==> src/logic/neuroConfPkg.sv <==
package neuroConfPkg;

  ////////////////////////////////////////////////////////////////////////////
  // host word format

  typedef enum logic [1:0] {
    opRegWrite    = 2'd0,
    opChanWrite   = 2'd1,
    opPassthrough = 2'd2,
    opNop         = 2'd3
  } hostOp;

  localparam int HostWidth = 24;
  localparam int ConfWidth = 16;
  localparam int BdWidth   = 22;
  localparam int OpLsb     = 22;
  localparam int AddrLsb   = 16;
  localparam int AddrWidth = 5;

  ////////////////////////////////////////////////////////////////////////////
  // config fields and register layout

  localparam int FiltsWidth  = 10;
  localparam int StateWidth  = 27;
  localparam int GensWidth   = 8;
  localparam int GensEnWidth = 256;
  localparam int UnitWidth   = 16;
  localparam int TimeWidth   = 20;
  localparam int PeriodWidth = 16;
  localparam int TagWidth    = 11;

  // whole registers per field, rounded up
  localparam int FiltsRegs  = (FiltsWidth + ConfWidth - 1) / ConfWidth;
  localparam int StateRegs  = (StateWidth + ConfWidth - 1) / ConfWidth;
  localparam int GensRegs   = (GensWidth + ConfWidth - 1) / ConfWidth;
  localparam int GensEnRegs = (GensEnWidth + ConfWidth - 1) / ConfWidth;
  localparam int UnitRegs   = (UnitWidth + ConfWidth - 1) / ConfWidth;
  localparam int TimeRegs   = (TimeWidth + ConfWidth - 1) / ConfWidth;

  localparam int FiltsUsedIdx = 0;
  localparam int IncrementIdx = FiltsUsedIdx + FiltsRegs;
  localparam int DecayIdx     = IncrementIdx + StateRegs;
  localparam int GensUsedIdx  = DecayIdx + StateRegs;
  localparam int GensEnIdx    = GensUsedIdx + GensRegs;
  localparam int UnitLenIdx   = GensEnIdx + GensEnRegs;
  localparam int ElapsedLoIdx = UnitLenIdx + UnitRegs;
  localparam int ElapsedHiIdx = ElapsedLoIdx + TimeRegs;
  localparam int UsedRegs     = ElapsedHiIdx + TimeRegs;

  // 5000 cycles per time unit at 200 MHz gives 25 us
  localparam logic [UnitWidth-1:0]  UnitLenReset   = 16'd5000;
  localparam logic [StateWidth-1:0] IncrementReset = 27'd1;

  typedef struct packed {
    logic [FiltsWidth-1:0] filtsUsed;
    logic [StateWidth-1:0] incrementConst;
    logic [StateWidth-1:0] decayConst;
  } spikeFilterConf;

  typedef struct packed {
    logic [GensWidth-1:0]   gensUsed;
    logic [GensEnWidth-1:0] gensEn;
  } spikeGenConf;

  typedef struct packed {
    logic [UnitWidth-1:0] unitLen;
    logic [TimeWidth-1:0] elapsedLo;
    logic [TimeWidth-1:0] elapsedHi;
  } timeMgrConf;

  ////////////////////////////////////////////////////////////////////////////
  // generator program word

  localparam int ProgWidth    = GensWidth + 2 * PeriodWidth + TagWidth;
  localparam int ProgChunks   = 4;
  localparam int ProgBusWidth = ConfWidth * ProgChunks;

endpackage
==> src/logic/progWordIf.sv <==
`timescale 1ns/1ns

interface progWordIf;

  // one generator program entry
  logic [neuroConfPkg::GensWidth-1:0]   genIdx;
  logic [neuroConfPkg::PeriodWidth-1:0] period;
  logic [neuroConfPkg::PeriodWidth-1:0] ticks;
  logic [neuroConfPkg::TagWidth-1:0]    tag;
  logic                                 valid;
  logic                                 ready;

  modport source (
    output genIdx, period, ticks, tag, valid,
    input  ready
  );

  modport sink (
    input  genIdx, period, ticks, tag, valid,
    output ready
  );

endinterface

==> src/logic/confFrontEnd.sv <==
`timescale 1ns/1ns

module confFrontEnd #(
  parameter int NumRegs = 32
) (
  input  logic                                    clk,
  input  logic                                    rstN,
  input  logic [neuroConfPkg::HostWidth-1:0]      hostData,
  input  logic                                    hostValid,
  output logic                                    hostReady,
  output logic [neuroConfPkg::BdWidth-1:0]        bdData,
  output logic                                    bdValid,
  input  logic                                    bdReady,
  output logic [neuroConfPkg::FiltsWidth-1:0]     sfFiltsUsed,
  output logic [neuroConfPkg::StateWidth-1:0]     sfIncrement,
  output logic [neuroConfPkg::StateWidth-1:0]     sfDecay,
  output logic [neuroConfPkg::GensWidth-1:0]      sgGensUsed,
  output logic [neuroConfPkg::GensEnWidth-1:0]    sgGensEn,
  output logic [neuroConfPkg::UnitWidth-1:0]      tmUnitLen,
  output logic [neuroConfPkg::TimeWidth-1:0]      tmElapsedLo,
  output logic [neuroConfPkg::TimeWidth-1:0]      tmElapsedHi,
  output logic [neuroConfPkg::GensWidth-1:0]      pgmGenIdx,
  output logic [neuroConfPkg::PeriodWidth-1:0]    pgmPeriod,
  output logic [neuroConfPkg::PeriodWidth-1:0]    pgmTicks,
  output logic [neuroConfPkg::TagWidth-1:0]       pgmTag,
  output logic                                    pgmValid,
  input  logic                                    pgmReady
);

  logic                                            regWe;
  logic [neuroConfPkg::AddrWidth-1:0]              regAddr;
  logic [neuroConfPkg::ConfWidth-1:0]              regData;
  logic [neuroConfPkg::ConfWidth-1:0]              chanData;
  logic                                            chanValid;
  logic                                            chanReady;
  logic [NumRegs-1:0][neuroConfPkg::ConfWidth-1:0] regs;
  logic [NumRegs-1:0][neuroConfPkg::ConfWidth-1:0] resetVals;
  neuroConfPkg::spikeFilterConf                    sfConf;
  neuroConfPkg::spikeGenConf                       sgConf;
  neuroConfPkg::timeMgrConf                        tmConf;

  progWordIf prog ();

  hostWordParser #(.NumRegs(NumRegs)) uParser (.*);

  confRegFile #(.NumRegs(NumRegs)) uRegFile (.*);

  confMapper #(.NumRegs(NumRegs)) uMapper (.*);

  ////////////////////////////////////////////////////////////////////////////
  // flatten config structs and program word

  assign sfFiltsUsed = sfConf.filtsUsed;
  assign sfIncrement = sfConf.incrementConst;
  assign sfDecay     = sfConf.decayConst;
  assign sgGensUsed  = sgConf.gensUsed;
  assign sgGensEn    = sgConf.gensEn;
  assign tmUnitLen   = tmConf.unitLen;
  assign tmElapsedLo = tmConf.elapsedLo;
  assign tmElapsedHi = tmConf.elapsedHi;

  assign pgmGenIdx  = prog.genIdx;
  assign pgmPeriod  = prog.period;
  assign pgmTicks   = prog.ticks;
  assign pgmTag     = prog.tag;
  assign pgmValid   = prog.valid;
  assign prog.ready = pgmReady;

endmodule

==> src/logic/confMapper.sv <==
`timescale 1ns/1ns

module confMapper #(
  parameter int NumRegs = 32
) (
  input  logic                                             clk,
  input  logic                                             rstN,
  input  logic [NumRegs-1:0][neuroConfPkg::ConfWidth-1:0]  regs,
  input  logic [neuroConfPkg::ConfWidth-1:0]               chanData,
  input  logic                                             chanValid,
  output logic                                             chanReady,
  output logic [NumRegs-1:0][neuroConfPkg::ConfWidth-1:0]  resetVals,
  output neuroConfPkg::spikeFilterConf                     sfConf,
  output neuroConfPkg::spikeGenConf                        sgConf,
  output neuroConfPkg::timeMgrConf                         tmConf,
  progWordIf.source                                        prog
);

  localparam int CW = neuroConfPkg::ConfWidth;

  logic [NumRegs*CW-1:0]                  regBits;
  logic [NumRegs*CW-1:0]                  resetBits;
  logic [neuroConfPkg::ProgBusWidth-1:0]  progBits;

  ////////////////////////////////////////////////////////////////////////////
  // register slicing, lowest register holds the low bits

  assign regBits = regs;

  assign sfConf.filtsUsed      = regBits[neuroConfPkg::FiltsUsedIdx*CW +: neuroConfPkg::FiltsWidth];
  assign sfConf.incrementConst = regBits[neuroConfPkg::IncrementIdx*CW +: neuroConfPkg::StateWidth];
  assign sfConf.decayConst     = regBits[neuroConfPkg::DecayIdx*CW +: neuroConfPkg::StateWidth];

  assign sgConf.gensUsed = regBits[neuroConfPkg::GensUsedIdx*CW +: neuroConfPkg::GensWidth];
  assign sgConf.gensEn   = regBits[neuroConfPkg::GensEnIdx*CW +: neuroConfPkg::GensEnWidth];

  assign tmConf.unitLen   = regBits[neuroConfPkg::UnitLenIdx*CW +: neuroConfPkg::UnitWidth];
  assign tmConf.elapsedLo = regBits[neuroConfPkg::ElapsedLoIdx*CW +: neuroConfPkg::TimeWidth];
  assign tmConf.elapsedHi = regBits[neuroConfPkg::ElapsedHiIdx*CW +: neuroConfPkg::TimeWidth];

  ////////////////////////////////////////////////////////////////////////////
  // reset values, reserved registers stay zero

  always_comb begin
    resetBits = '0;
    // filters off, decay mode
    resetBits[neuroConfPkg::FiltsUsedIdx*CW +: neuroConfPkg::FiltsWidth] = '0;
    resetBits[neuroConfPkg::IncrementIdx*CW +: neuroConfPkg::StateWidth] =
      neuroConfPkg::IncrementReset;
    resetBits[neuroConfPkg::DecayIdx*CW +: neuroConfPkg::StateWidth] = '0;
    // all generators disabled
    resetBits[neuroConfPkg::GensUsedIdx*CW +: neuroConfPkg::GensWidth]  = '0;
    resetBits[neuroConfPkg::GensEnIdx*CW +: neuroConfPkg::GensEnWidth]  = '0;
    resetBits[neuroConfPkg::UnitLenIdx*CW +: neuroConfPkg::UnitWidth]   =
      neuroConfPkg::UnitLenReset;
    resetBits[neuroConfPkg::ElapsedLoIdx*CW +: neuroConfPkg::TimeWidth] = '0;
    resetBits[neuroConfPkg::ElapsedHiIdx*CW +: neuroConfPkg::TimeWidth] = '0;
  end

  assign resetVals = resetBits;

  ////////////////////////////////////////////////////////////////////////////
  // program channel

  chunkDeserializer #(
    .InWidth  (CW),
    .OutWidth (neuroConfPkg::ProgBusWidth)
  ) uProgDes (
    .clk      (clk),
    .rstN     (rstN),
    .inData   (chanData),
    .inValid  (chanValid),
    .inReady  (chanReady),
    .outData  (progBits),
    .outValid (prog.valid),
    .outReady (prog.ready)
  );

  // bits above the program word are dropped
  assign {prog.genIdx, prog.period, prog.ticks, prog.tag} =
    progBits[neuroConfPkg::ProgWidth-1:0];

endmodule

==> src/logic/confRegFile.sv <==
`timescale 1ns/1ns

module confRegFile #(
  parameter int NumRegs = 32
) (
  input  logic                                             clk,
  input  logic                                             rstN,
  input  logic                                             regWe,
  input  logic [neuroConfPkg::AddrWidth-1:0]               regAddr,
  input  logic [neuroConfPkg::ConfWidth-1:0]               regData,
  input  logic [NumRegs-1:0][neuroConfPkg::ConfWidth-1:0]  resetVals,
  output logic [NumRegs-1:0][neuroConfPkg::ConfWidth-1:0]  regs
);

  // per-register write strobes
  logic [NumRegs-1:0] regSel;

  always_comb begin
    regSel = '0;
    for (int i = 0; i < NumRegs; i++) begin
      regSel[i] = regWe && (int'(regAddr) == i);
    end
  end

  ////////////////////////////////////////////////////////////////////////////
  // register array, reset loads the mapper defaults

  for (genvar i = 0; i < NumRegs; i++) begin : gReg
    always_ff @(posedge clk or negedge rstN) begin
      if (!rstN) begin
        regs[i] <= resetVals[i];
      end else if (regSel[i]) begin
        regs[i] <= regData;
      end
    end
  end

endmodule

==> src/logic/hostWordParser.sv <==
`timescale 1ns/1ns

module hostWordParser #(
  parameter int NumRegs = 32
) (
  input  logic                                 clk,
  input  logic                                 rstN,
  input  logic [neuroConfPkg::HostWidth-1:0]   hostData,
  input  logic                                 hostValid,
  output logic                                 hostReady,
  output logic                                 regWe,
  output logic [neuroConfPkg::AddrWidth-1:0]   regAddr,
  output logic [neuroConfPkg::ConfWidth-1:0]   regData,
  output logic [neuroConfPkg::ConfWidth-1:0]   chanData,
  output logic                                 chanValid,
  input  logic                                 chanReady,
  output logic [neuroConfPkg::BdWidth-1:0]     bdData,
  output logic                                 bdValid,
  input  logic                                 bdReady
);

  logic [neuroConfPkg::HostWidth-1:0] slotWord;
  logic                               slotValid;
  logic                               slotTaken;
  logic                               addrOk;
  neuroConfPkg::hostOp                slotOp;

  assign slotOp  = neuroConfPkg::hostOp'(slotWord[neuroConfPkg::OpLsb +: 2]);
  assign regAddr = slotWord[neuroConfPkg::AddrLsb +: neuroConfPkg::AddrWidth];
  assign addrOk  = int'(regAddr) < NumRegs;

  ////////////////////////////////////////////////////////////////////////////
  // route the slot word to its target

  assign regData  = slotWord[neuroConfPkg::ConfWidth-1:0];
  assign chanData = slotWord[neuroConfPkg::ConfWidth-1:0];
  assign bdData   = slotWord[neuroConfPkg::BdWidth-1:0];

  assign regWe     = slotValid && (slotOp == neuroConfPkg::opRegWrite) && addrOk;
  assign chanValid = slotValid && (slotOp == neuroConfPkg::opChanWrite);
  assign bdValid   = slotValid && (slotOp == neuroConfPkg::opPassthrough);

  // register writes and nops always leave after one cycle
  always_comb begin
    slotTaken = 1'b0;
    if (slotValid) begin
      unique case (slotOp)
        neuroConfPkg::opChanWrite:   slotTaken = chanReady;
        neuroConfPkg::opPassthrough: slotTaken = bdReady;
        default:                     slotTaken = 1'b1;
      endcase
    end
  end

  assign hostReady = !slotValid || slotTaken;

  ////////////////////////////////////////////////////////////////////////////
  // one-word slot

  always_ff @(posedge clk or negedge rstN) begin
    if (!rstN) begin
      slotValid <= 1'b0;
    end else if (hostValid && hostReady) begin
      slotValid <= 1'b1;
    end else if (slotTaken) begin
      slotValid <= 1'b0;
    end
  end

  always_ff @(posedge clk) begin
    if (hostValid && hostReady) begin
      slotWord <= hostData;
    end
  end

endmodule

==> src/logic/chunkDeserializer.sv <==
`timescale 1ns/1ns

module chunkDeserializer #(
  parameter int InWidth  = 16,
  parameter int OutWidth = 64
) (
  input  logic                clk,
  input  logic                rstN,
  input  logic [InWidth-1:0]  inData,
  input  logic                inValid,
  output logic                inReady,
  output logic [OutWidth-1:0] outData,
  output logic                outValid,
  input  logic                outReady
);

  localparam int Chunks   = OutWidth / InWidth;
  localparam int CntWidth = (Chunks > 1) ? $clog2(Chunks) : 1;

  logic [CntWidth-1:0] chunkCnt;
  logic [OutWidth-1:0] shiftReg;
  logic                inFire;
  logic                lastChunk;

  // no new chunks while a full word waits
  assign inReady   = !outValid;
  assign inFire    = inValid && inReady;
  assign lastChunk = (int'(chunkCnt) == Chunks - 1);
  assign outData   = shiftReg;

  always_ff @(posedge clk or negedge rstN) begin
    if (!rstN) begin
      chunkCnt <= '0;
      outValid <= 1'b0;
    end else begin
      if (outValid && outReady) begin
        outValid <= 1'b0;
      end
      if (inFire) begin
        if (lastChunk) begin
          chunkCnt <= '0;
          outValid <= 1'b1;
        end else begin
          chunkCnt <= chunkCnt + 1'b1;
        end
      end
    end
  end

  // new chunk enters at the top, first chunk ends up lowest
  always_ff @(posedge clk) begin
    if (inFire) begin
      shiftReg <= {inData, shiftReg[OutWidth-1:InWidth]};
    end
  end

endmodule

==> config.mk <==
export PLATFORM = sky130hd
export DESIGN_NAME = confFrontEnd
export DESIGN_NICKNAME = d
export VERILOG_FILES = /design/src/logic/neuroConfPkg.sv /design/src/logic/progWordIf.sv /design/src/logic/confFrontEnd.sv /design/src/logic/confMapper.sv /design/src/logic/confRegFile.sv /design/src/logic/hostWordParser.sv /design/src/logic/chunkDeserializer.sv
export SDC_FILE = /design/constraint.sdc
export NUM_CORES = 1
export LEC_CHECK = 0
export BUFFER_PORTS_ARGS = -buffer_cell sky130_fd_sc_hd__buf_2
export CAP_MARGIN = 20
export CORE_ASPECT_RATIO = 2
export CORE_MARGIN = 2
export CORE_UTILIZATION = 40
export DETAILED_ROUTE_END_ITERATION = 6
export PLACE_DENSITY = 0.62
export SLEW_MARGIN = 20
export SYNTH_ARGS = -nofsm -noshare
export SYNTH_HDL_FRONTEND = slang
export SYNTH_SLANG_ARGS = --single-unit
export TNS_END_PERCENT = 5
==> constraint.sdc <==
create_clock -name clk -period 7.6 [get_ports clk]
set_input_delay 1.52 -clock clk [delete_from_list [all_inputs] [get_ports clk]]
set_output_delay 1.52 -clock clk [all_outputs]
set_load 0.01 [all_outputs]
After elaboration in Yosys (flattened, before gate mapping) --
Index checks and enable logic that the tools add are counted.
Word-level totals: flip-flop bits (word level) 476, input port bits 29, output and inout port bits 460
Cells by class: $add $sub $neg 1, eq/ne operators 29, mux-type cells 8, reduce and logical (&&, ||, !) cells 39
Operator list (number):
- 5-bit == test, second input constant | 16
- 5-bit by 4-bit == test with 1-bit output, second input constant | 7
- 1-bit logical AND | 33
- 5-bit by 3-bit == test with 1-bit output, second input constant | 2
- 1-bit 2-to-1 mux | 6
- 5-bit by 2-bit == test with 1-bit output, second input constant | 1
- 5-bit logical NOT | 1
- 2-bit by 1-bit == test with 1-bit output, second input constant | 2
- 2-bit by 1-bit adder with 2-bit output, second input constant | 1
- 2-bit == test, second input constant | 1
- 1-bit logical NOT | 2
- 2-bit logical NOT | 1
- 2-bit 2-to-1 mux | 1
- 1-bit one-hot mux with 2 select lines | 1
- 2-bit nonzero test | 1
- 1-bit logical OR | 1

Depth between registers and ports, before layout --
depth in word-level cells 6, gate-level depth with buffers 7, gate-level depth less buffers 5

Least setup slack after synthesis --
OpenSTA, ideal clock, no wires.
path type input -> output, start point input port bdReady, end point output port hostReady, data arrival time 1.882 ns, data required time 6.080 ns, setup slack 4.198 ns, cell stages on the path 1, buffers on the path 0, cell sequence a221o_1
On the way: word-level cells in the longest chain between the ends 3
Ends and longest elaborated chain:
- start: declaration | RTL line confFrontEnd.sv:13 | input logic bdReady,
- 1-bit one-hot mux with 2 select lines | RTL line hostWordParser.sv:47 | unique case (slotOp)
- 1-bit 2-to-1 mux | RTL line hostWordParser.sv:46 | if (slotValid) begin
- 1-bit logical OR | RTL line hostWordParser.sv:55 | assign hostReady = !slotValid || slotTaken;
- end: declaration | RTL line confFrontEnd.sv:10 | output logic hostReady,
No other way between the ends.

Worst setup path in the final report --
Ends and elaborated chain as after synthesis.

==> flow_summary.yaml <==
synthesis:
  syn_nets: 1092
  postSynthAreaPerCell_um2: 17.06
  seq_area_frac_synth_pct: 68.42
  synth.distinct_cells: 35
  synth_ff_type: "dfrtp_1"
  synth_area_um2: 18060
  yosysWarnings: 0
  netlist_instances: 1059
  synth-edff-count: 88
  ys_ff_latch: 476
  ys_async_sr_fraction_pct: 81.51
cells_and_area:
  fin_area_um2: 22010
  final_common_cell: "buf_2"
  mostFrequentLayoutCells: "buf_2 (487), dfrtp_1 (382), mux2_2 (376)"
  antennaDiodeCount: 0
  drive_above_1_share_pct: 65.23
  final_cells: 2067
  n_fill_cell: 3940
  nets: 1506
  syn2layout_area_growth_pct: 21.86
clock_network:
  cts_resized: 0
  hold_buffers: 0
  cts_setup_buffers: 0
  cts_buffer_depth: 3
  cts_htree_levels: 2
  cts_tree: "built"
  cts.sinks: 476
  clkLatencyLatePin_ns: 0.54
  clockRootBuffer: "clkbuf_16"
  path_clk_slew_ns: 0.06
  numCtsBuffers: 43
timing:
  max_freq_mhz: 276.1
  setup_viol: 0
  fin_skew_ns: 0.01612
  finalSetupTns_ns: 0
  rsz0062_at_grt: "false"
  hold_violations: 0
  period_needed_ns: 3.622
  tightest_slew_ns: 1.099
  finalMaxSlewViolations: 0
  holdWs_ns: 0.4172
  relSlewSlack_pct: 26.56
  period_share_pct: 47.65
min_path:
  hold_path_class: "register to register"
flow_run:
  maxCapViolCount: 0
grt:
  grt_max_degree: 159
  grt_pass1_wl_mm: 74.46
  gr-total-overflow: 0
  antenna_found_initial: 1
  grt_util_all_layers_pct: 21.45
  grt_pass1_vias: 10872
critical_path:
  critPathRequiredTime_ns: 6.08
  arrival_ns: 2.10
  cp-start-kind: "input pin"
  crit_top_cell: "buf_2"
  worst_path_max_delay_cell: "a221o_1"
  cp-end-kind: "output port"
  cp_cell_sequence: "buf_2, a221o_1, buf_2"
  timing_worst_setup_path_type: "input pin to output port"
  cp_max_fo: 3
  slowest_delay_ns: 0.33
floorplanning:
  die_area_um2: 46980
  coreArea_um2: 44870
  io_pins: 489
  die_h_um: 304.5
  die_w_um: 154.3
  start_util_pct: 40.26
  fp-row-count: 110
drt:
  post_drt_via_cell_ratio: 5.052
  vias: 10443
  wire_per_inst_um: 24.66
  firstDrtPassIters: 4
  antenna_left: 0
  drtIter0Drc: 472
  drc: 0
  wirelength_mm: 50.97
run_status:
  status: "finished, final reports clean"
pwr:
  ir_worst_vdd_mv: 0.1958
  power.leakage_nw: 11.68
  power_w: 0.006288
  power.density_nw_per_um2: 285.6
placed_design:
  post-dp-hpwl_mm: 34.93
  placedInstanceArea_um2: 20530
  portBuffers: 488
  dpl.cell_count: 1988
  place_congestion: 0.7992
[layer usage]
metal	vias up	routed length, µm	global-route usage [%]
met4	2	1887	7.903
met2	399	27550	40.00
met1	5458	18530	23.91
li1	4493	-	-
met3	91	2986	4.322
met5	-	13	0
[power by group]
part	internal, W	total (W)	switching [W]
clock network	0.00131	0.00225	0.000946
logic	0.000425	0.000944	0.000520
registers	0.00292	0.00309	0.000171
[logic make-up (layout without fill, tap and decap cells)]
kind of cell             count (synthesis)  after routing  share of synthesized area [%]
AND/OR/NAND/NOR                         51             51                          2.037
adder cells (fa/ha/maj)                  4              4                         0.2771
buffers and inverters                  140            588                          4.911
flip-flops                             476            476                          68.42
multiplexers                           386            386                          24.27
AO/OA/AOI/OAI                            2              2                        0.08310
[flip-flops by register name, indices dropped and copies added (netlist names)]
| signal | flops |
|---|---|
| uParser.slotWord | 24 |
| uMapper.uProgDes.outData | 64 |
| uMapper.uProgDes.chunkCnt | 2 |
| uParser.slotValid | 1 |
| uRegFile.regs | 384 |
| uMapper.uProgDes.outValid | 1 |
[cell type report]
cell class	instances	area, µm²	share of cell area [%]
Clock inverter	14	155.1	0.7048
Clock buffer	65	1323	6.008
Sequential cell	476	12360	56.15
Tap cell	560	700.7	3.183
Inverter	4	15.01	0.06821
Multi-Input combinational cell	443	4855	22.05
Timing Repair Buffer	505	2605	11.83
[per-stage QoR]
step	util, %	worst slack [ns]
final	49.06	3.978
after global routing	49.06	3.952
after detailed placement	45.77	3.978
after floorplan	-	4.198
after global placement	45.74	3.973
after CTS	49.06	3.978
[worst paths after layout]
kind	depth (start not counted)	to	slack, ns	startpoint
max in group asynchronous	2	uRegFile.regs[155]	5.26	rstN
hold reg to reg	0	uMapper.uProgDes.outData[36]	0.42	uMapper.uProgDes.outData[52]
hold / removal	0	uMapper.uProgDes.outData[36]	0.42	uMapper.uProgDes.outData[52]
min in group asynchronous	1	uRegFile.regs[243]	0.94	rstN
setup / recovery	3	hostReady	3.98	bdReady
setup reg to reg	5	uRegFile.regs[39]	5.01	uParser.slotWord[22]
[worst max-delay path: cells and delay by family]
| family | cells | cell delay [ns] |
|---|---|---|
| AO/OA/AOI/OAI | 1 | 0.33 |
| buffers and inverters | 2 | 0.25 |
[cell usage after synthesis (2+ instances only)]
master    count  area (µm²)
mux2_4       10       150.1
nand2b_1      3       18.77
dfstp_2       6       157.7
buf_6         2       22.52
buf_2        33       165.2
nor4b_1       3       26.28
dfrtp_1     382        9559
buf_4        77       578.1
nor2_1        2       7.510
ha_1          4       50.05
edfxtp_1     88        2643
nor4bb_1      2       20.02
nor2_2        2       12.51
mux2_2      376        4234
inv_1         4       15.01
nor3_2        4       40.04
nand4_2       3       37.54
nand2_1      18       67.56
and3b_2       2       20.02
clkbuf_1     23       86.33
(Power assumes the default switching activity.)
